<file path="config.mk">
export PLATFORM = sky130hd
export DESIGN_NAME = video_top
export DESIGN_NICKNAME = d
export VERILOG_FILES = /design/src/design/video_pkg.sv /design/src/design/video_timing.sv /design/src/design/color_palette.sv /design/src/design/tmds_encoder.sv /design/src/design/tmds_link.sv /design/src/design/video_top.sv
export VERILOG_INCLUDE_DIRS = /design/src /design/src/design
export SDC_FILE = /design/constraint.sdc
export NUM_CORES = 1
export LEC_CHECK = 0
export BUFFER_PORTS_ARGS = -buffer_cell sky130_fd_sc_hd__buf_2
export CAP_MARGIN = 5
export CORE_MARGIN = 1.5
export CORE_UTILIZATION = 45
export DETAILED_ROUTE_END_ITERATION = 10
export PLACE_DENSITY = 0.7
export SYNTH_ARGS = -nofsm -noshare
export SYNTH_HDL_FRONTEND = slang
export SYNTH_SLANG_ARGS = --single-unit
</file>
<file path="constraint.sdc">
create_clock -name clk_pixel -period 8.85 [get_ports clk_pixel]
set_input_delay 0 -clock clk_pixel [delete_from_list [all_inputs] [get_ports clk_pixel]]
set_output_delay 0 -clock clk_pixel [all_outputs]
set_load 0.02 [all_outputs]
</file>
<file path="src/design/video_defs.svh">
`ifndef VIDEO_DEFS_SVH
`define VIDEO_DEFS_SVH

////////////////////
// 720p horizontal timing, in pixels
`define H_ACTIVE 1280
`define H_FRONT 110
`define H_SYNC 40
`define H_BACK 220

////////////////////
// 720p vertical timing, in lines
`define V_ACTIVE 720
`define V_FRONT 5
`define V_SYNC 5
`define V_BACK 20

`define HCOUNT_W 11   // 1650 pixels per line
`define VCOUNT_W 10   // 750 lines per frame
`define FRAME_RATE 60 // frame counter wraps here
`define COLOR_W 8     // bits per colour channel
`define INDEX_W 4     // palette index width

`endif

</file>
<file path="src/design/video_pkg.sv">
`include "video_defs.svh"

package video_pkg;

  typedef struct packed {
    logic hsync;
    logic vsync;
    logic active; // inside the drawn area
  } sync_t;

  typedef struct packed {
    logic [`COLOR_W-1:0] red;
    logic [`COLOR_W-1:0] green;
    logic [`COLOR_W-1:0] blue;
  } rgb_t;

  // one 10-bit word per channel
  typedef struct packed {
    logic [9:0] ch2; // red
    logic [9:0] ch1; // green
    logic [9:0] ch0; // blue, carries sync
  } tmds_t;

  typedef enum logic [`INDEX_W-1:0] {
    color_black, color_gray, color_white, color_red,
    color_pink, color_dark_brown, color_brown, color_orange,
    color_yellow, color_dark_green, color_green, color_light_green,
    color_purple, color_dark_blue, color_blue, color_light_blue
  } color_e;

  typedef enum logic [1:0] {
    hphase_active, hphase_front, hphase_sync, hphase_back
  } hphase_e;

  ////////////////////
  // palette, in color_e order
  localparam rgb_t palette [0:15] = '{
    24'h000000, 24'h808080, 24'hffffff, 24'hff0000,
    24'hffc0cb, 24'h5c4033, 24'h8b4513, 24'hffa500,
    24'hffff00, 24'h006400, 24'h00ff00, 24'h90ee90,
    24'h800080, 24'h00008b, 24'h0000ff, 24'hadd8e6
  };

  // control words indexed by {vsync, hsync}
  localparam logic [9:0] ctrl_code [0:3] = '{
    10'b1101010100, 10'b0010101011, 10'b0101010100, 10'b1010101011
  };

endpackage

</file>
<file path="src/design/video_timing.sv">
`timescale 1ns/1ps
`include "video_defs.svh"

module video_timing (
  input  logic              clk_pixel,
  input  logic              rst,
  output video_pkg::sync_t  sync,
  output logic              new_frame
);
  import video_pkg::*;

  localparam int h_total  = `H_ACTIVE + `H_FRONT + `H_SYNC + `H_BACK;
  localparam int hs_start = `H_ACTIVE + `H_FRONT;
  localparam int hs_end   = hs_start + `H_SYNC;
  localparam int v_total  = `V_ACTIVE + `V_FRONT + `V_SYNC + `V_BACK;
  localparam int vs_start = `V_ACTIVE + `V_FRONT;
  localparam int vs_end   = vs_start + `V_SYNC;
  localparam int fc_w     = $clog2(`FRAME_RATE);

  logic [`HCOUNT_W-1:0] hcount;
  logic [`VCOUNT_W-1:0] vcount;
  logic [fc_w-1:0]      frame_count; // 0 to 59
  hphase_e              hphase;      // phase of the pixel in hcount
  hphase_e              hphase_next;
  logic                 line_end;
  logic                 frame_end;

  assign line_end  = hcount == `HCOUNT_W'(h_total - 1);
  assign frame_end = line_end && (vcount == `VCOUNT_W'(v_total - 1));

  ////////////////////
  // horizontal phase steps on the last pixel of each phase
  always_comb begin
    hphase_next = hphase;
    case (hphase)
      hphase_active: if (hcount == `HCOUNT_W'(`H_ACTIVE - 1)) hphase_next = hphase_front;
      hphase_front:  if (hcount == `HCOUNT_W'(hs_start - 1)) hphase_next = hphase_sync;
      hphase_sync:   if (hcount == `HCOUNT_W'(hs_end - 1)) hphase_next = hphase_back;
      hphase_back:   if (line_end) hphase_next = hphase_active;
      default:       hphase_next = hphase_active;
    endcase
  end

  always_ff @(posedge clk_pixel) begin
    if (rst) begin
      hcount      <= '0;
      vcount      <= '0;
      hphase      <= hphase_active;
      frame_count <= '0;
      sync        <= '0;
      new_frame   <= 1'b0;
    end else begin
      // outputs describe the pixel the counters hold now
      sync.hsync  <= hphase == hphase_sync;
      sync.vsync  <= (vcount >= `VCOUNT_W'(vs_start)) && (vcount < `VCOUNT_W'(vs_end));
      sync.active <= (hphase == hphase_active) && (vcount < `VCOUNT_W'(`V_ACTIVE));
      new_frame   <= (hcount == '0) && (vcount == '0);

      hcount <= line_end ? '0 : hcount + 1'b1;
      hphase <= hphase_next;
      if (line_end) begin
        vcount <= frame_end ? '0 : vcount + 1'b1;
      end
      if (frame_end) begin
        frame_count <= (frame_count == fc_w'(`FRAME_RATE - 1)) ? '0 : frame_count + 1'b1;
      end
    end
  end

endmodule

</file>
<file path="src/design/color_palette.sv">
`timescale 1ns/1ps

module color_palette (
  input  logic              clk_pixel,
  input  logic              rst,
  input  video_pkg::color_e color_index,
  output video_pkg::rgb_t   pixel
);
  import video_pkg::*;

  ////////////////////
  // one registered lookup, so the pixel lines up with the
  // registered sync from the timing generator
  always_ff @(posedge clk_pixel) begin
    if (rst) begin
      pixel <= palette[color_black];
    end else begin
      pixel <= palette[color_index];
    end
  end

endmodule

</file>
<file path="src/design/tmds_encoder.sv">
`timescale 1ns/1ps

module tmds_encoder (
  input  logic       clk_pixel,
  input  logic       rst,
  input  logic [7:0] data,
  input  logic [1:0] ctrl,      // {vsync, hsync} on blue
  input  logic       active,
  output logic [9:0] tmds_word
);
  import video_pkg::*;

  logic [3:0]        n1_data;    // ones in the input byte
  logic [3:0]        n1_qm;      // ones in the low byte of q_m
  logic              use_xnor;
  logic [8:0]        q_m;        // transition-minimised value
  logic signed [5:0] diff;       // ones minus zeros of q_m[7:0]
  logic signed [5:0] disparity;  // running dc balance
  logic signed [5:0] disparity_next;
  logic [9:0]        word_next;

  function automatic logic [3:0] count_ones(input logic [7:0] v);
    logic [3:0] n;
    n = '0;
    for (int i = 0; i < 8; i++) begin
      n = n + {3'b0, v[i]};
    end
    return n;
  endfunction

  ////////////////////
  // stage 1 transition minimising
  always_comb begin
    n1_data  = count_ones(data);
    use_xnor = (n1_data > 4'd4) || (n1_data == 4'd4 && !data[0]);
    q_m[0]   = data[0];
    for (int i = 1; i < 8; i++) begin
      q_m[i] = use_xnor ? ~(q_m[i-1] ^ data[i]) : (q_m[i-1] ^ data[i]);
    end
    q_m[8] = ~use_xnor; // 1 means xor
  end

  ////////////////////
  // stage 2 dc balance
  always_comb begin
    n1_qm = count_ones(q_m[7:0]);
    diff  = $signed({1'b0, n1_qm, 1'b0}) - 6'sd8;
    if (disparity == 6'sd0 || diff == 6'sd0) begin
      word_next      = {~q_m[8], q_m[8], q_m[8] ? q_m[7:0] : ~q_m[7:0]};
      disparity_next = q_m[8] ? disparity + diff : disparity - diff;
    end else if ((disparity > 6'sd0 && diff > 6'sd0) || (disparity < 6'sd0 && diff < 6'sd0)) begin
      word_next      = {1'b1, q_m[8], ~q_m[7:0]}; // invert to pull back toward zero
      disparity_next = disparity + (q_m[8] ? 6'sd2 : 6'sd0) - diff;
    end else begin
      word_next      = {1'b0, q_m[8], q_m[7:0]};
      disparity_next = disparity - (q_m[8] ? 6'sd0 : 6'sd2) + diff;
    end
  end

  always_ff @(posedge clk_pixel) begin
    if (rst) begin
      disparity <= '0;
      tmds_word <= ctrl_code[0];
    end else if (active) begin
      disparity <= disparity_next;
      tmds_word <= word_next;
    end else begin
      disparity <= '0;              // blanking restarts the balance
      tmds_word <= ctrl_code[ctrl];
    end
  end

endmodule

</file>
<file path="src/design/tmds_link.sv">
`timescale 1ns/1ps

module tmds_link (
  input  logic             clk_pixel,
  input  logic             rst,
  input  video_pkg::sync_t sync,
  input  video_pkg::rgb_t  pixel,
  output video_pkg::tmds_t tmds
);

  logic [9:0] word_red;
  logic [9:0] word_green;
  logic [9:0] word_blue;

  // sync and pixel arrive in the same cycle, so the encoders
  // see both for the same screen position
  tmds_encoder enc_red (
    .clk_pixel (clk_pixel),
    .rst       (rst),
    .data      (pixel.red),
    .ctrl      (2'b00),
    .active    (sync.active),
    .tmds_word (word_red)
  );

  tmds_encoder enc_green (
    .clk_pixel (clk_pixel),
    .rst       (rst),
    .data      (pixel.green),
    .ctrl      (2'b00),
    .active    (sync.active),
    .tmds_word (word_green)
  );

  tmds_encoder enc_blue (
    .clk_pixel (clk_pixel),
    .rst       (rst),
    .data      (pixel.blue),
    .ctrl      ({sync.vsync, sync.hsync}), // only blue carries sync
    .active    (sync.active),
    .tmds_word (word_blue)
  );

  assign tmds = '{ch2: word_red, ch1: word_green, ch0: word_blue};

endmodule

</file>
<file path="src/design/video_top.sv">
`timescale 1ns/1ps

module video_top (
  input  logic              clk_pixel,
  input  logic              rst,
  input  video_pkg::color_e color_index,
  output video_pkg::tmds_t  tmds,
  output logic              new_frame
);
  import video_pkg::*;

  sync_t sync;  // registered timing levels
  rgb_t  pixel; // registered palette colour, aligned with sync

  ////////////////////
  // timing and palette side by side
  video_timing video_timing_i (
    .clk_pixel (clk_pixel),
    .rst       (rst),
    .sync      (sync),
    .new_frame (new_frame)
  );

  color_palette color_palette_i (
    .clk_pixel   (clk_pixel),
    .rst         (rst),
    .color_index (color_index),
    .pixel       (pixel)
  );

  tmds_link tmds_link_i (
    .clk_pixel (clk_pixel),
    .rst       (rst),
    .sync      (sync),
    .pixel     (pixel),
    .tmds      (tmds)
  );

endmodule

</file>
Word-level counts from Yosys, hierarchy flattened
Memory sizes are Yosys's and may differ from the RTL's. A register that Yosys moved wholly into a read port is not among the register bits.
Cells that the tools add are included.
{"block": "word_totals", "reg_bits": 75, "romBits": 384, "input_bits": 6, "output_inout_bits": 31, "word_cells": 256, "n_memories": 1}
{"memory": "(no name shown)", "words": 16, "word_bits": 24, "rd": 1, "rd_ports_with_merged_regs": 1, "write_ports": 0, "line_no": "color_palette.sv:18", "rtl": "pixel <= palette[color_index];"}
{"block": "classes", "n_addsub": 65, "n_lt_le_gt_ge": 19, "n_eq_ne": 15, "muxes": 55, "bitwise": 51, "n_reduce_logical": 37}
{"cell": "two-way mux 10 bit", "count": 10}
{"cell": "adder 4 x 1 -> 4 bit", "count": 24}
{"cell": "two-way mux 6 bit", "count": 9}
{"cell": "== test 11 bit (second input constant)", "count": 4}
{"cell": "adder 6 bit", "count": 6}
{"cell": "> comparator 6 x 1 -> 1 bit (second input constant)", "count": 6}
{"cell": "zero test 6 bit", "count": 6}
{"cell": "< comparator 6 x 1 -> 1 bit (second input constant)", "count": 6}
{"cell": "subtractor 6 bit", "count": 6}
{"cell": "NOT 1 bit", "count": 25}
{"cell": "adder 3 x 1 -> 4 bit", "count": 6}
{"cell": "two-way mux 8 bit", "count": 3}
{"cell": "NOT 8 bit", "count": 3}
{"cell": "two-way mux 1 bit", "count": 21}
{"cell": "bitwise XOR 1 bit", "count": 21}
{"cell": "binary-select mux 10 bit (select 2 bit)", "count": 1}
{"cell": "< comparator 10 bit (second input constant)", "count": 2}
{"cell": "two-way mux 2 bit", "count": 10}
{"cell": "adder 2 x 1 -> 3 bit", "count": 6}
{"cell": "adder 6 x 3 -> 6 bit", "count": 3}
{"cell": "subtractor 5 x 4 -> 6 bit (second input constant)", "count": 3}
{"cell": "subtractor 6 x 3 -> 6 bit", "count": 3}
{"cell": "logical AND 1 bit", "count": 13}
{"cell": "adder 1 x 1 -> 2 bit", "count": 6}
{"cell": "other kinds (20)", "count": 39}

Longest topological paths before layout
Gate-level depths: netlist of the first run.
{"block": "logic_depth", "ltp_word": 37, "ltp_mapped": 32, "ltp_nobuf": 30}

Cells and area by module
A second synthesis of the first run with hierarchy kept.
{"block": "hier_totals", "hier_cells": 868, "area_unflattened_um2": 8066.5}
{"module": "tmds_encoder (tmds_link_i.enc_blue ...)", "instances": 2, "cells_per_inst": 197, "area_per_inst_um2": 1846.8}
{"module": "tmds_encoder (tmds_link_i.enc_red)", "instances": 1, "cells_per_inst": 202, "area_per_inst_um2": 1846.8}
{"module": "video_timing", "instances": 1, "cells_per_inst": 158, "area_per_inst_um2": 1446.4}
{"module": "color_palette", "instances": 1, "cells_per_inst": 113, "area_per_inst_um2": 1076.0}
{"module": "tmds_link", "instances": 1, "cells_per_inst": 1, "area_per_inst_um2": 3.8}

Worst setup path before layout of the first run
Ideal clock, no wire load.
{"block": "synth_timing", "kind": "reg2reg", "start": "reg color_palette_i.pixel[8] (netlist name)", "end": "reg tmds_link_i.enc_green.disparity[5]", "setup_ns": 0.136, "arrival_time_ns": 7.897, "t_required_ns": 8.714, "setup_slack_ns": 0.818, "path_stages_with_launch": 30, "path_buffers": 1, "period_less_slack_ns": 8.032, "path_cell_list": "dfxtp_1 -> inv_1 -> fa_1 -> fa_1 -> fa_1 -> inv_1 -> ha_1 -> fa_1 -> or3b_2 -> a21boi_0 -> o21ai_0 -> clkbuf_1 -> xnor2_1 -> fa_1 -> fa_1 -> inv_1 -> fa_1 -> ha_1 -> inv_1 -> fa_1 -> xnor2_1 -> ha_1 -> inv_1 -> ha_1 -> a21o_1 -> maj3_1 -> a21oi_1 -> o22ai_1 -> xnor2_1 -> a21oi_1"}
{"block": "synth_between", "elab_chain_len": 36, "elab_cells_between_ends": 59, "cone_classes": "add/sub: 21; order compare: 3; eq/ne: 1; mux: 12; bitwise: 14; reduce/logical: 8"}
{"item": "branches (longest 35 deep; another with adder 3 x 1 -> 4 bit)"}
{"item": "two-way mux 6 bit *", "line_no": "tmds_encoder.sv:48", "rtl": "if (disparity == 6'sd0 || diff == 6'sd0) begin"}
{"item": "end signal, assigned", "line_no": "tmds_encoder.sv:65", "rtl": "disparity <= disparity_next;"}
{"item": "end, declared", "line_no": "tmds_encoder.sv:18", "rtl": "logic signed [5:0] disparity;"}
Mark *: on every way between the ends.
A chain may end at the register's enable or synchronous reset.

Worst setup path after layout of the first run
{"block": "layout_timing", "start": "reg color_palette_i.pixel[0] (netlist name)", "end": "reg tmds_link_i.enc_blue.disparity[5]"}
{"block": "layout_between", "elab_chain_len": 36, "elab_cells_between_ends": 59, "cone_classes": "add/sub: 21; order compare: 3; eq/ne: 1; mux: 12; bitwise: 14; reduce/logical: 8"}
{"item": "branches (longest 35 deep; another with adder 3 x 1 -> 4 bit)"}
{"item": "two-way mux 6 bit *", "line_no": "tmds_encoder.sv:48"}
{"item": "end signal, assigned", "line_no": "tmds_encoder.sv:65"}
{"item": "end, declared", "line_no": "tmds_encoder.sv:18"}
Marked as above.

==> results of run 1 <==
[cells in the mapped netlist, drive strengths merged (2+ instances only)]
| library cell | count |
|---|---|
| o21ai | 22 |
| or4b | 2 |
| nor2 | 86 |
| a211o | 2 |
| nand2b | 7 |
| maj3 | 4 |
| or4 | 5 |
| o31ai | 3 |
| a21o | 23 |
| or3b | 3 |
| nand2 | 58 |
| clkbuf | 19 |
| xor2 | 35 |
| o21bai | 4 |
| nor2b | 7 |
| and4 | 2 |
| a21boi | 4 |
| ha | 91 |
| or2 | 5 |
| inv | 129 |
| fa | 39 |
| xnor2 | 88 |
| nand4 | 6 |
| mux2i | 6 |
| and2 | 2 |
| nor3b | 9 |
| nor3 | 6 |
| a21oi | 48 |
| buf | 5 |
| a311oi | 4 |
| o21a | 5 |
| a211oi | 12 |
| a2111oi | 2 |
| nor4 | 2 |
| a31oi | 13 |
| o22ai | 4 |
| dfxtp | 96 |
| o211ai | 7 |
| o41ai | 2 |
| nand3 | 16 |
[timing repair]
action | 4_1_cts | 5_1_grt
hold buffers | 1 | 0
hold endpoints to repair | 1 | 0
setup buffers | 0 | 6
gates resized for setup | 0 | 3
setup endpoints to repair | 0 | 7
[metal layers]
metal	up-vias	wire [µm]
li1	2990	-
met1	2660	7490
met2	80	6640
met3	12	492
met4	0	158
met5	-	0
[sequential cells by signal (all words and copies together) (netlist names)]
signal	flops
video_timing_i.sync	3
tmds_link_i.enc_blue.tmds_word	10
tmds_link_i.enc_red.disparity	5
tmds_link_i.enc_green.disparity	5
video_timing_i.hcount	11
color_palette_i.pixel	24
video_timing_i.new_frame	1
video_timing_i.hphase	2
tmds_link_i.enc_green.tmds_word	10
tmds_link_i.enc_red.tmds_word	10
video_timing_i.vcount	10
tmds_link_i.enc_blue.disparity	5
[worst register-to-register path: cells and delay by family, from the launching register on]
family / cells / cell delay, ps
DFF: 1 / 420
and+or+nand+nor: 3 / 780
AOI/OAI and AO/OA: 6 / 960
adders and majority gates: 12 / 4870
buffers and inverters: 6 / 570
xor gates and xnor gates: 3 / 710
[final timing paths]
check                           start                           endpoint  slack [ps]  cells after the start
max reg2reg  color_palette_i.pixel[0]  tmds_link_i.enc_blue.disparity[5]         420                     30
min reg2reg  video_timing_i.hcount[0]           video_timing_i.hcount[0]         510                      1
max          color_palette_i.pixel[0]  tmds_link_i.enc_blue.disparity[5]         420                     30
min                    color_index[1]          color_palette_i.pixel[10]          30                      3
[cells by family after synthesis]
kind of cell    Yosys count  share of synthesized area
simple gates            222                      0.136
compound gates          157                      0.128
buf+inv                 153                     0.0743
fa+ha+maj               134                      0.250
xor+xnor                123                      0.159
flops                    96                      0.245
mux                       6                    0.00767
[stage by stage]
stage / worst slack (ps) / TNS [ps]
final: 421 / 0
after global routing: -33.4 / -33.8
after CTS: 410 / 0
after detailed placement: 416 / 0
after global placement: 602 / 0
after floorplan: 818 / 0
[area by class of cell]
type | count | area, µm² | area share
flip-flops and latches | 96 | 1920 | 0.223
multi-input cells | 642 | 5330 | 0.620
repair buffers | 49 | 280 | 0.0326
well taps | 225 | 282 | 0.0327
clock inverters | 6 | 58.8 | 0.00684
clock buffers | 10 | 239 | 0.0278
inverters | 129 | 488 | 0.0567
==> results.rst, run 1 <==
.. list-table::
   :header-rows: 1

   * - Metric
     - Value
   * - Number of storage elements in the synthesis netlist
     - 96
   * - Yosys top cell area share
     - 0.245
   * - Starting density of the core
     - 0.456
   * - Global Route Usage Sum
     - 0.172
   * - Final WL
     - between 10,000 and 15,000 µm
   * - Path type of the worst setup path
     - flop to flop
   * - Post-Syn Area
     - about 7800 µm²
   * - Top cells by area in the synthesized netlist
     - dfxtp_1 25%, ha_1 15%, fa_1 10%
   * - Largest area contributor in the synthesized netlist
     - dfxtp_1
   * - Cell count after synthesis
     - 891
   * - TritonCTS clock tree
     - done
   * - Seq/Total Area, Yosys
     - 0.245
   * - Library cells used by synthesis
     - 57
   * - EDFF count, synth
     - 0
   * - Final-layout fill cell count
     - 1,644
   * - Antenna cells
     - 0
   * - Drt wl/cell
     - 12.8 µm
   * - Arrival time at the worst endpoint
     - slightly below 9000 ps
   * - Worst Setup End Kind
     - flop
   * - Antenna violations before repair
     - 0
   * - Area growth from synthesis to layout
     - 9.86%
   * - Type of origin of the critical path
     - flop
   * - HPWL after detailed placement
     - roughly 11,000 µm
   * - Number of warnings printed during yosys synthesis
     - 0
   * - Commonest non-fill, non-tap cells in the layout
     - 128 x inv_1, 96 x dfxtp_1, 91 x ha_1
   * - H-tree lvl count
     - 3
   * - Max-slew violation total from the final report
     - 0
   * - Top achievable clock speed
     - about 120 MHz
   * - Die width
     - 135 µm
   * - Top cell family by delay on the critical path
     - adder cells
   * - FP Rows
     - 48
   * - Global Route met3 Usage
     - 0.0327
   * - Port Buffer Count
     - 36
   * - # Max-Cap Violations
     - 0
   * - Setup Viol. Count Final
     - 0
   * - Syn nets
     - 1,027
   * - Clock transition at path regs
     - ~70 ps
   * - Residual DRC count
     - 0
   * - Worst slew slack as a fraction of its limit
     - 0.292
   * - Cell with the largest stage delay on the worst path
     - fa_1
   * - Maximum number of pins on one net before global-route repair
     - 36
   * - Worst-case clock skew
     - approximately 9.5 ps
   * - Buffers from clock root to sink, at most
     - 2
   * - Number of nets with antenna violations after detailed routing
     - 0
   * - Crit share post-route
     - 0.952
   * - Largest fanout of any net on the critical path
     - 9
   * - Top cell by count, worst path
     - fa_1
   * - Synth Area per Inst
     - approximately 8.8 µm²
   * - First-pass GRT wire length
     - about 26,000 µm
   * - Grt peak-use layer
     - met2
   * - Run status
     - finished, final reports clean
   * - Worst hold-check path type
     - primary input to flop
   * - Count of endpoints failing hold in the final timing report
     - 0
   * - Top-level I/O count
     - 37
   * - Commonest non-fill, non-tap cell in the layout
     - inv_1
   * - Final core utilization
     - 0.501
   * - Finished Cell Area
     - 8600 µm²
   * - Area of placed instances
     - 8240 µm²
   * - Routability congestion estimate from global placement
     - 0.830
   * - Proportion of layout cells with a drive suffix above 1
     - 0.103
   * - Total iterations of the first detailed-routing run
     - 5
   * - Critical path required time
     - 9090 ps
   * - Area of the die
     - approximately 18,000 µm²
   * - Worst hold slack
     - around 33 ps
   * - Die height
     - 135 µm
   * - Number of clock buffers inserted by TritonCTS
     - 9
   * - Largest stage delay on the critical path
     - approximately 550 ps
   * - Core Footprint
     - between 15,000 and 20,000 µm²
   * - Transition time at the pin with the least slew margin
     - about 1100 ps
   * - Number of cells in the design after placement
     - approximately 1,100
   * - Layout net count
     - around 1,100
   * - GR Layer Usage met1
     - 0.233
   * - Number of DRC markers after the initial detailed-route iteration
     - 196
   * - Clock network latency to the later pin of the worst-skew pair
     - 360 ps
   * - TritonCTS sink count
     - 96
   * - Most frequently used flop master after synthesis
     - dfxtp_1
   * - Global routing met2 resource utilization
     - 0.282
   * - FFs w/ async S/R, synth
     - 0
   * - Global-route congestion overflow total
     - 0
   * - Vias in the first global route
     - ~5,600
   * - Buffers plus inverters on the worst setup path
     - 6
   * - Post-route minimum period
     - between 8000 and 9000 ps
   * - Detailed-route via count
     - roughly 5,700
   * - Number of cells in the finished layout apart from fillers
     - between 1,000 and 1,500
   * - Buffer type at the clock tree root
     - clkbuf_16
   * - Routed via count divided by cell count
     - slightly below 5
Power of run 1 is not shown: default switching activity piles up to over one toggle a cycle in this logic, so the estimate is an artifact.
==> run 2: changes to the inputs <==
--- a/config.mk
+++ b/config.mk
@@ -9,9 +9,10 @@
 export BUFFER_PORTS_ARGS = -buffer_cell sky130_fd_sc_hd__buf_2
 export CAP_MARGIN = 5
 export CORE_MARGIN = 1.5
-export CORE_UTILIZATION = 45
+export CORE_UTILIZATION = 40
 export DETAILED_ROUTE_END_ITERATION = 10
-export PLACE_DENSITY = 0.7
+export PLACE_DENSITY = 0.65
+export SKIP_CTS_REPAIR_TIMING = 1
 export SYNTH_ARGS = -nofsm -noshare
 export SYNTH_HDL_FRONTEND = slang
 export SYNTH_SLANG_ARGS = --single-unit
==> results.rst, run 2 (synthesized netlist as in run 1, its figures left out) <==
.. list-table::
   :header-rows: 1

   * - Metric
     - Value
   * - Clock network latency to the later pin of the worst-skew pair
     - 360 ps (about the same)
   * - Largest fanout of any net on the critical path
     - 5 (-4)
   * - Drt wl/cell
     - 12.6 µm (-1.3%)
   * - Run status
     - finished, final reports clean
   * - Slack of the critical path
     - 463 ps (+41.6 ps)
   * - Setup Viol. Count Final
     - 0 (unchanged)
   * - Critical register-to-register path endpoint
     - tmds_link_i.enc_blue.disparity[5]
   * - Combined area of the multi-input logic cells
     - 5350 µm² (+0.23%)
   * - Cell with the largest stage delay on the worst path
     - fa_1
   * - Residual DRC count
     - 0 (unchanged)
   * - Top cell by count, worst path
     - fa_1
   * - Detailed-route via count
     - 5,700 (-0.73%)
   * - Routed length on met1
     - 7680 µm (+2.6%)
   * - Count of endpoints failing hold in the final timing report
     - 0 (unchanged)
   * - Buffers from clock root to sink, at most
     - 2 (unchanged)
   * - Hold Path End
     - color_palette_i.pixel[8]
   * - First-pass GRT wire length
     - 26,400 µm (+3.7%)
   * - Sum Neg Setup Slack
     - 0 ps (unchanged)
   * - HPWL after detailed placement
     - 11,700 µm (+2.2%)
   * - Final-layout fill cell count
     - 1,809 (+10%)
   * - Top achievable clock speed
     - 119 MHz (+0.50%)
   * - TritonCTS sink count
     - 96 (unchanged)
   * - Path type of the worst setup path
     - flop to flop
   * - Registers with the most flip-flops
     - color_palette_i.pixel x24, video_timing_i.hcount x11
   * - Core Footprint
     - 19,000 µm² (+10%)
   * - Starting density of the core
     - 0.413 (-0.0428)
   * - Number of clock buffers inserted by TritonCTS
     - 9 (unchanged)
   * - Final WL
     - 15,000 µm (+1.4%)
   * - H-tree lvl count
     - 3 (unchanged)
   * - Worst r2r src
     - color_palette_i.pixel[0]
   * - Total length of routed met2 wires
     - 6650 µm (+0.20%)
   * - Top layer used by detailed routing
     - met4
   * - Antenna violations before repair
     - 0 (unchanged)
   * - Largest stage delay on the critical path
     - 550 ps (about the same)
   * - FF-to-FF setup slack
     - 460 ps (+40 ps)
   * - Clock transition at path regs
     - 70 ps (about the same)
   * - Final core utilization
     - 0.456 (-0.0447)
   * - Top-level I/O count
     - 37 (unchanged)
   * - Pre-CTS worst setup slack
     - 363 ps (-52.9 ps)
   * - Worst-case clock skew
     - 10.0 ps (+0.542 ps)
   * - Number of nets with antenna violations after detailed routing
     - 0 (unchanged)
   * - Antenna cells
     - 0 (unchanged)
   * - FP Rows
     - 50 (+4.2%)
   * - Area of the die
     - 20,400 µm² (+12%)
   * - Global-route congestion overflow total
     - 0 (unchanged)
   * - Global Route Usage Sum
     - 0.160 (-0.0122)
   * - # Max-Cap Violations
     - 0 (unchanged)
   * - Finished Cell Area
     - 8650 µm² (+0.51%)
   * - Type of origin of the critical path
     - flop
   * - R2R depth
     - 28 (-6.7%)
   * - Proportion of layout cells with a drive suffix above 1
     - 0.103 (+0.000333)
   * - Total iterations of the first detailed-routing run
     - 4 (-1)
   * - Number of DRC markers after the initial detailed-route iteration
     - 193 (-1.5%)
   * - Worst hold-check path type
     - primary input to flop
   * - Area growth from synthesis to layout
     - 10.4%
   * - Worst Setup End Kind
     - flop
   * - Post-route minimum period
     - 8390 ps (-41.6 ps)
   * - Area of placed instances
     - 8290 µm² (+0.62%)
   * - Largest register FFs
     - 24 (unchanged)
   * - Layout net count
     - 1,060 (-0.28%)
   * - Crit share post-route
     - 0.948 (-0.00470)
   * - Commonest non-fill, non-tap cells in the layout
     - 128 x inv_1, 96 x dfxtp_1, 91 x ha_1
   * - Register area
     - 1920 µm² (unchanged)
   * - Vias in the first global route
     - 5,507 (-1.6%)
   * - Die height
     - 143 µm (+5.9%)
   * - Maximum number of pins on one net before global-route repair
     - 36 (unchanged)
   * - Largest reg by FF count
     - color_palette_i.pixel
   * - Arrival time at the worst endpoint
     - 8630 ps (-40 ps)
   * - Port Buffer Count
     - 36 (unchanged)
   * - Number of cells on the worst hold path
     - 3 (unchanged)
   * - Routability congestion estimate from global placement
     - 0.824 (-0.69%)
   * - Critical path required time
     - 9100 ps (about the same)
   * - TritonCTS clock tree
     - done
   * - RSZ-0062 raised after global routing
     - false
   * - Met3 wire length
     - 492 µm (unchanged)
   * - Transition time at the pin with the least slew margin
     - 1140 ps (+80.4 ps)
   * - Routed via count divided by cell count
     - 4.79 (-3.4%)
   * - Commonest non-fill, non-tap cell in the layout
     - inv_1
   * - Max-slew violation total from the final report
     - 0 (unchanged)
   * - Worst slew slack as a fraction of its limit
     - 0.238 (-0.0538)
   * - Die width
     - 143 µm (+5.9%)
   * - Buffer type at the clock tree root
     - clkbuf_16
   * - Beginning of the worst hold path
     - color_index[1]
[run 2: through the flow]
stage / std cells / hold slack, ps
6_report: 1189 / 30.7
5_1_grt: 1189 / 49.1
4_1_cts: 1186 / 8.15
3_5_place_dp: 1170 / 394
3_3_place_gp: 1170 / 388
2_1_floorplan: 891 / 163
[run 2: worst max path at each step]
stage                                         start                            endpoint  slack (ps)  depth (start not counted)
final                      color_palette_i.pixel[0]   tmds_link_i.enc_blue.disparity[5]         460                         28
after global placement     color_palette_i.pixel[0]   tmds_link_i.enc_blue.disparity[5]         470                         28
after detailed placement   color_palette_i.pixel[0]   tmds_link_i.enc_blue.disparity[5]         360                         30
after global routing      color_palette_i.pixel[16]    tmds_link_i.enc_red.disparity[5]          10                         28
after CTS                  color_palette_i.pixel[0]   tmds_link_i.enc_blue.disparity[5]         340                         30
after floorplan            color_palette_i.pixel[8]  tmds_link_i.enc_green.disparity[5]         820                         29
[run 2: cell type report]
| class | instances | share of cell area |
|---|---|---|
| clock buffers | 9 | 0.0260 |
| clock inverters | 7 | 0.00984 |
| inverters | 129 | 0.0564 |
| multi-input cells | 642 | 0.618 |
| flip-flops and latches | 96 | 0.222 |
| well taps | 260 | 0.0376 |
| repair buffers | 46 | 0.0295 |
[run 2: layer usage]
layer  global-route usage  up-vias
met4               0.0402        0
met1                0.224     2628
li1                     -     2990
met2                0.250       72
met3               0.0339       10
met5                    0        -
[run 2: worst max-delay path: cells and delay by family (launching register included)]
| kind | cells | cell delay, ps |
|---|---|---|
| XOR/XNOR | 2 | 330 |
| AND/OR/NAND/NOR | 3 | 810 |
| AO/OA/AOI/OAI | 6 | 930 |
| flip-flops | 1 | 430 |
| adder cells (fa/ha/maj) | 12 | 5320 |
| buffers and inverters | 5 | 440 |
Power of run 2 is left out for the same reason.
==> run 3: changes to the inputs <==
--- a/config.mk
+++ b/config.mk
@@ -6,6 +6,7 @@
 export SDC_FILE = /design/constraint.sdc
 export NUM_CORES = 1
 export LEC_CHECK = 0
+export ABC_AREA = 1
 export BUFFER_PORTS_ARGS = -buffer_cell sky130_fd_sc_hd__buf_2
 export CAP_MARGIN = 5
 export CORE_MARGIN = 1.5
==> constraint.sdc (replaced) <==
create_clock -name clk_pixel -period 10.1 [get_ports clk_pixel]
set_input_delay 0 -clock clk_pixel [delete_from_list [all_inputs] [get_ports clk_pixel]]
set_output_delay 0 -clock clk_pixel [all_outputs]
set_load 0.02 [all_outputs]
==> results.rst, run 3 <==
.. list-table::
   :header-rows: 1

   * - Metric
     - Value
   * - Crit share post-route
     - 0.879 (-0.0688)
   * - Largest family of logic cells by synthesized area
     - simple AND/OR/NAND/NOR gates
   * - Most frequently used flop master after synthesis
     - dfxtp_1
   * - Count of endpoints failing hold in the final timing report
     - 0 (unchanged)
   * - Routed via count divided by cell count
     - 4.92 (+2.6%)
   * - Run status
     - finished, final reports clean
   * - Final WL
     - 18,400 µm (+22%)
   * - Beginning of the worst hold path
     - color_index[1]
   * - Critical register-to-register path endpoint
     - tmds_link_i.enc_green.disparity[5]
   * - Top cell by count, worst path
     - nand2_1
   * - TritonCTS sink count
     - 96 (unchanged)
   * - Proportion of layout cells with a drive suffix above 1
     - 0.0993 (-0.00400)
   * - Die width
     - 148 µm (+3.7%)
   * - Share of cell area taken by muxes after synthesis
     - 0 (-0.00767)
   * - Area growth from synthesis to layout
     - 8.55%
   * - TritonCTS clock tree
     - done
   * - FFs w/ async S/R, synth
     - 0 (unchanged)
   * - Number of storage elements in the synthesis netlist
     - 96 (unchanged)
   * - Largest fanout of any net on the critical path
     - 16 (+11)
   * - Path type of the worst setup path
     - flop to flop
   * - Critical path required time
     - 10,370 ps (+1270 ps)
   * - Leading cell type by number of instances after synthesis
     - inv_1
   * - Synth Area per Inst
     - 7.23 µm² (-18%)
   * - Xor/xnor cell area share of the yosys netlist
     - 0.0488 (-0.110)
   * - Number of nets with antenna violations after detailed routing
     - 0 (unchanged)
   * - Share of the synthesized area in compound gates (AO/OA/AOI/OAI)
     - 0.134 (+0.00617)
   * - Residual DRC count
     - 0 (unchanged)
   * - Seq/Total Area, Yosys
     - 0.228 (-0.0175)
   * - FP Rows
     - 52 (+4.0%)
   * - FF-to-FF setup slack
     - 1220 ps (+760 ps)
   * - Largest stage delay on the critical path
     - 860 ps (+310 ps)
   * - Cell count after synthesis
     - 1,167 (+31%)
   * - Antenna cells
     - 0 (unchanged)
   * - Cell with the largest stage delay on the worst path
     - a31oi_1
   * - Largest register FFs
     - 24 (unchanged)
   * - Library cells used by synthesis
     - 42 (-26%)
   * - Synth Area in Simple Gates
     - 0.244 (+0.108)
   * - Registers with the most flip-flops
     - color_palette_i.pixel x24, video_timing_i.hcount x11
   * - Largest reg by FF count
     - color_palette_i.pixel
   * - Top-level I/O count
     - 37 (unchanged)
   * - Detailed-route via count
     - 7,218 (+27%)
   * - Number of warnings printed during yosys synthesis
     - 0 (unchanged)
   * - Maximum number of pins on one net before global-route repair
     - 26 (-28%)
   * - Area of placed instances
     - 8860 µm² (+6.9%)
   * - Finished Cell Area
     - 9150 µm² (+5.8%)
   * - Max-slew violation total from the final report
     - 0 (unchanged)
   * - Top cells by area in the synthesized netlist
     - dfxtp_1 23%, ha_1 14%, inv_1 10%
   * - Core Footprint
     - 20,400 µm² (+7.8%)
   * - Type of origin of the critical path
     - flop
   * - Global-route congestion overflow total
     - 0 (unchanged)
   * - Drt wl/cell
     - 12.5 µm (-0.84%)
   * - Number of cells in the finished layout apart from fillers
     - 1,468 (+23%)
   * - Vias in the first global route
     - 6,931 (+26%)
   * - EDFF count, synth
     - 0 (unchanged)
   * - HPWL after detailed placement
     - 14,700 µm (+26%)
   * - Clock network latency to the later pin of the worst-skew pair
     - 350 ps (about the same)
   * - Largest area contributor in the synthesized netlist
     - dfxtp_1
   * - Sum Neg Setup Slack
     - 0 ps (unchanged)
   * - Yosys top cell area share
     - 0.228 (-0.0175)
   * - Syn nets
     - 1,303 (+27%)
   * - Starting density of the core
     - 0.413 (about the same)
   * - Number of cells on the worst hold path
     - 3 (unchanged)
   * - Setup Viol. Count Final
     - 0 (unchanged)
   * - Synthesized-area fraction occupied by adder cells
     - 0.228 (-0.0226)
   * - Post-Syn Area
     - 8430 µm² (+7.7%)
   * - Antenna violations before repair
     - 0 (unchanged)
   * - First-pass GRT wire length
     - 31,300 µm (+18%)
   * - Commonest non-fill, non-tap cells in the layout
     - 232 x inv_1, 195 x nand2_1, 96 x dfxtp_1
   * - Top cell types by occurrence after synthesis
     - 232 x inv_1, 195 x nand2_1, 96 x dfxtp_1
   * - Global Route Usage Sum
     - 0.172 (+0.0121)
   * - Worst Setup End Kind
     - flop
   * - Worst hold-check path type
     - primary input to flop
   * - H-tree lvl count
     - 3 (unchanged)
   * - # Max-Cap Violations
     - 0 (unchanged)
   * - Port Buffer Count
     - 36 (unchanged)
   * - Layout net count
     - 1,330 (+25%)
   * - Area of the die
     - 22,000 µm² (+7.5%)
   * - RSZ-0062 raised after global routing
     - false
   * - Buffers from clock root to sink, at most
     - 2 (unchanged)
   * - Die height
     - 148 µm (+3.7%)
   * - Hold Path End
     - color_palette_i.pixel[8]
   * - Transition time at the pin with the least slew margin
     - 1160 ps (+26.0 ps)
   * - Clock transition at path regs
     - 70 ps (about the same)
   * - Number of DRC markers after the initial detailed-route iteration
     - 360 (+87%)
   * - Worst slew slack as a fraction of its limit
     - 0.220 (-0.0182)
   * - Total iterations of the first detailed-routing run
     - 5 (+1)
   * - Top achievable clock speed
     - 113 MHz (-5.5%)
   * - R2R depth
     - 42 (+50%)
   * - Number of clock buffers inserted by TritonCTS
     - 9 (unchanged)
   * - Post-route minimum period
     - 8880 ps (+490 ps)
   * - Routability congestion estimate from global placement
     - 0.894 (+8.5%)
   * - Commonest non-fill, non-tap cell in the layout
     - inv_1
   * - Final-layout fill cell count
     - 2,088 (+15%)
   * - Number of cells in the design after placement
     - 1,453 (+24%)
   * - Worst r2r src
     - color_palette_i.pixel[8]
   * - Worst-case clock skew
     - 7.96 ps (-2.06 ps)
   * - Buffer type at the clock tree root
     - clkbuf_16
   * - Arrival time at the worst endpoint
     - 9150 ps (+520 ps)
## run 3: cell count changes in the layout (fill, tap and decap cells not counted), moves of 16 or more
| cell | before | now |
|---|---|---|
| o21ai_0 | 19 | 71 |
| nand3_2 | 0 | 16 |
| xnor2_1 | 74 | 18 |
| inv_1 | 128 | 232 |
| a21oi_1 | 46 | 70 |
| nand2_2 | 0 | 19 |
| nand3_1 | 16 | 79 |
| nand2_1 | 58 | 195 |
| a21o_1 | 23 | 0 |
## run 3: worst max-delay path by stage
stage / cells past startpoint / endpoint / from
5_1_grt: 43 / tmds_link_i.enc_green.disparity[5] / color_palette_i.pixel[8]
6_report: 42 / tmds_link_i.enc_green.disparity[5] / color_palette_i.pixel[8]
3_5_place_dp: 42 / tmds_link_i.enc_green.disparity[5] / color_palette_i.pixel[8]
2_1_floorplan: 35 / tmds_link_i.enc_blue.tmds_word[0] / color_palette_i.pixel[0]
3_3_place_gp: 42 / tmds_link_i.enc_green.disparity[5] / color_palette_i.pixel[8]
4_1_cts: 42 / tmds_link_i.enc_green.disparity[5] / color_palette_i.pixel[8]
## run 3: per-stage QoR
step                       util  setup slack, ps  hold WS [ps]
after CTS                 0.448             1210          5.43
after detailed placement  0.434             1230           368
after global placement    0.434             1300           365
after floorplan               -             2530           185
after global routing      0.448              377          25.3
final                     0.448             1220          18.4
## run 3: critical path: cells and delay by family (launching register included)
kind	cells	cell delay (ps)
adders and majority gates	11	4090
AOI/OAI and AO/OA	5	1340
and+or+nand+nor	19	2150
buffers and inverters	7	830
DFF	1	370
## run 3: cells by family (layout without fill, tap and decap cells)
group,Yosys count,in the layout
AOI/OAI and AO/OA,196,196
xor gates and xnor gates,47,47
adders and majority gates,130,130
buffers and inverters,260,291
DFF,96,96
and+or+nand+nor,438,438
## run 3: area by class of cell
type | instances | area [µm²] | share of cell area
flip-flops and latches | 96 | 1920 | 0.210
repair buffers | 37 | 188 | 0.0205
inverters | 239 | 897 | 0.0980
multi-input cells | 811 | 5520 | 0.603
well taps | 270 | 338 | 0.0369
clock inverters | 3 | 42.5 | 0.00465
clock buffers | 12 | 246 | 0.0269
## run 3: routing by layer
metal / vias to the layer above / GRT usage / wire length, µm
met4: 0 / 0.0396 / 207
li1: 3776 / - / -
met5: - / 0 / 0
met1: 3317 / 0.219 / 8740
met2: 110 / 0.302 / 8790
met3: 15 / 0.0316 / 612
Power of run 3 is left out for the same reason.
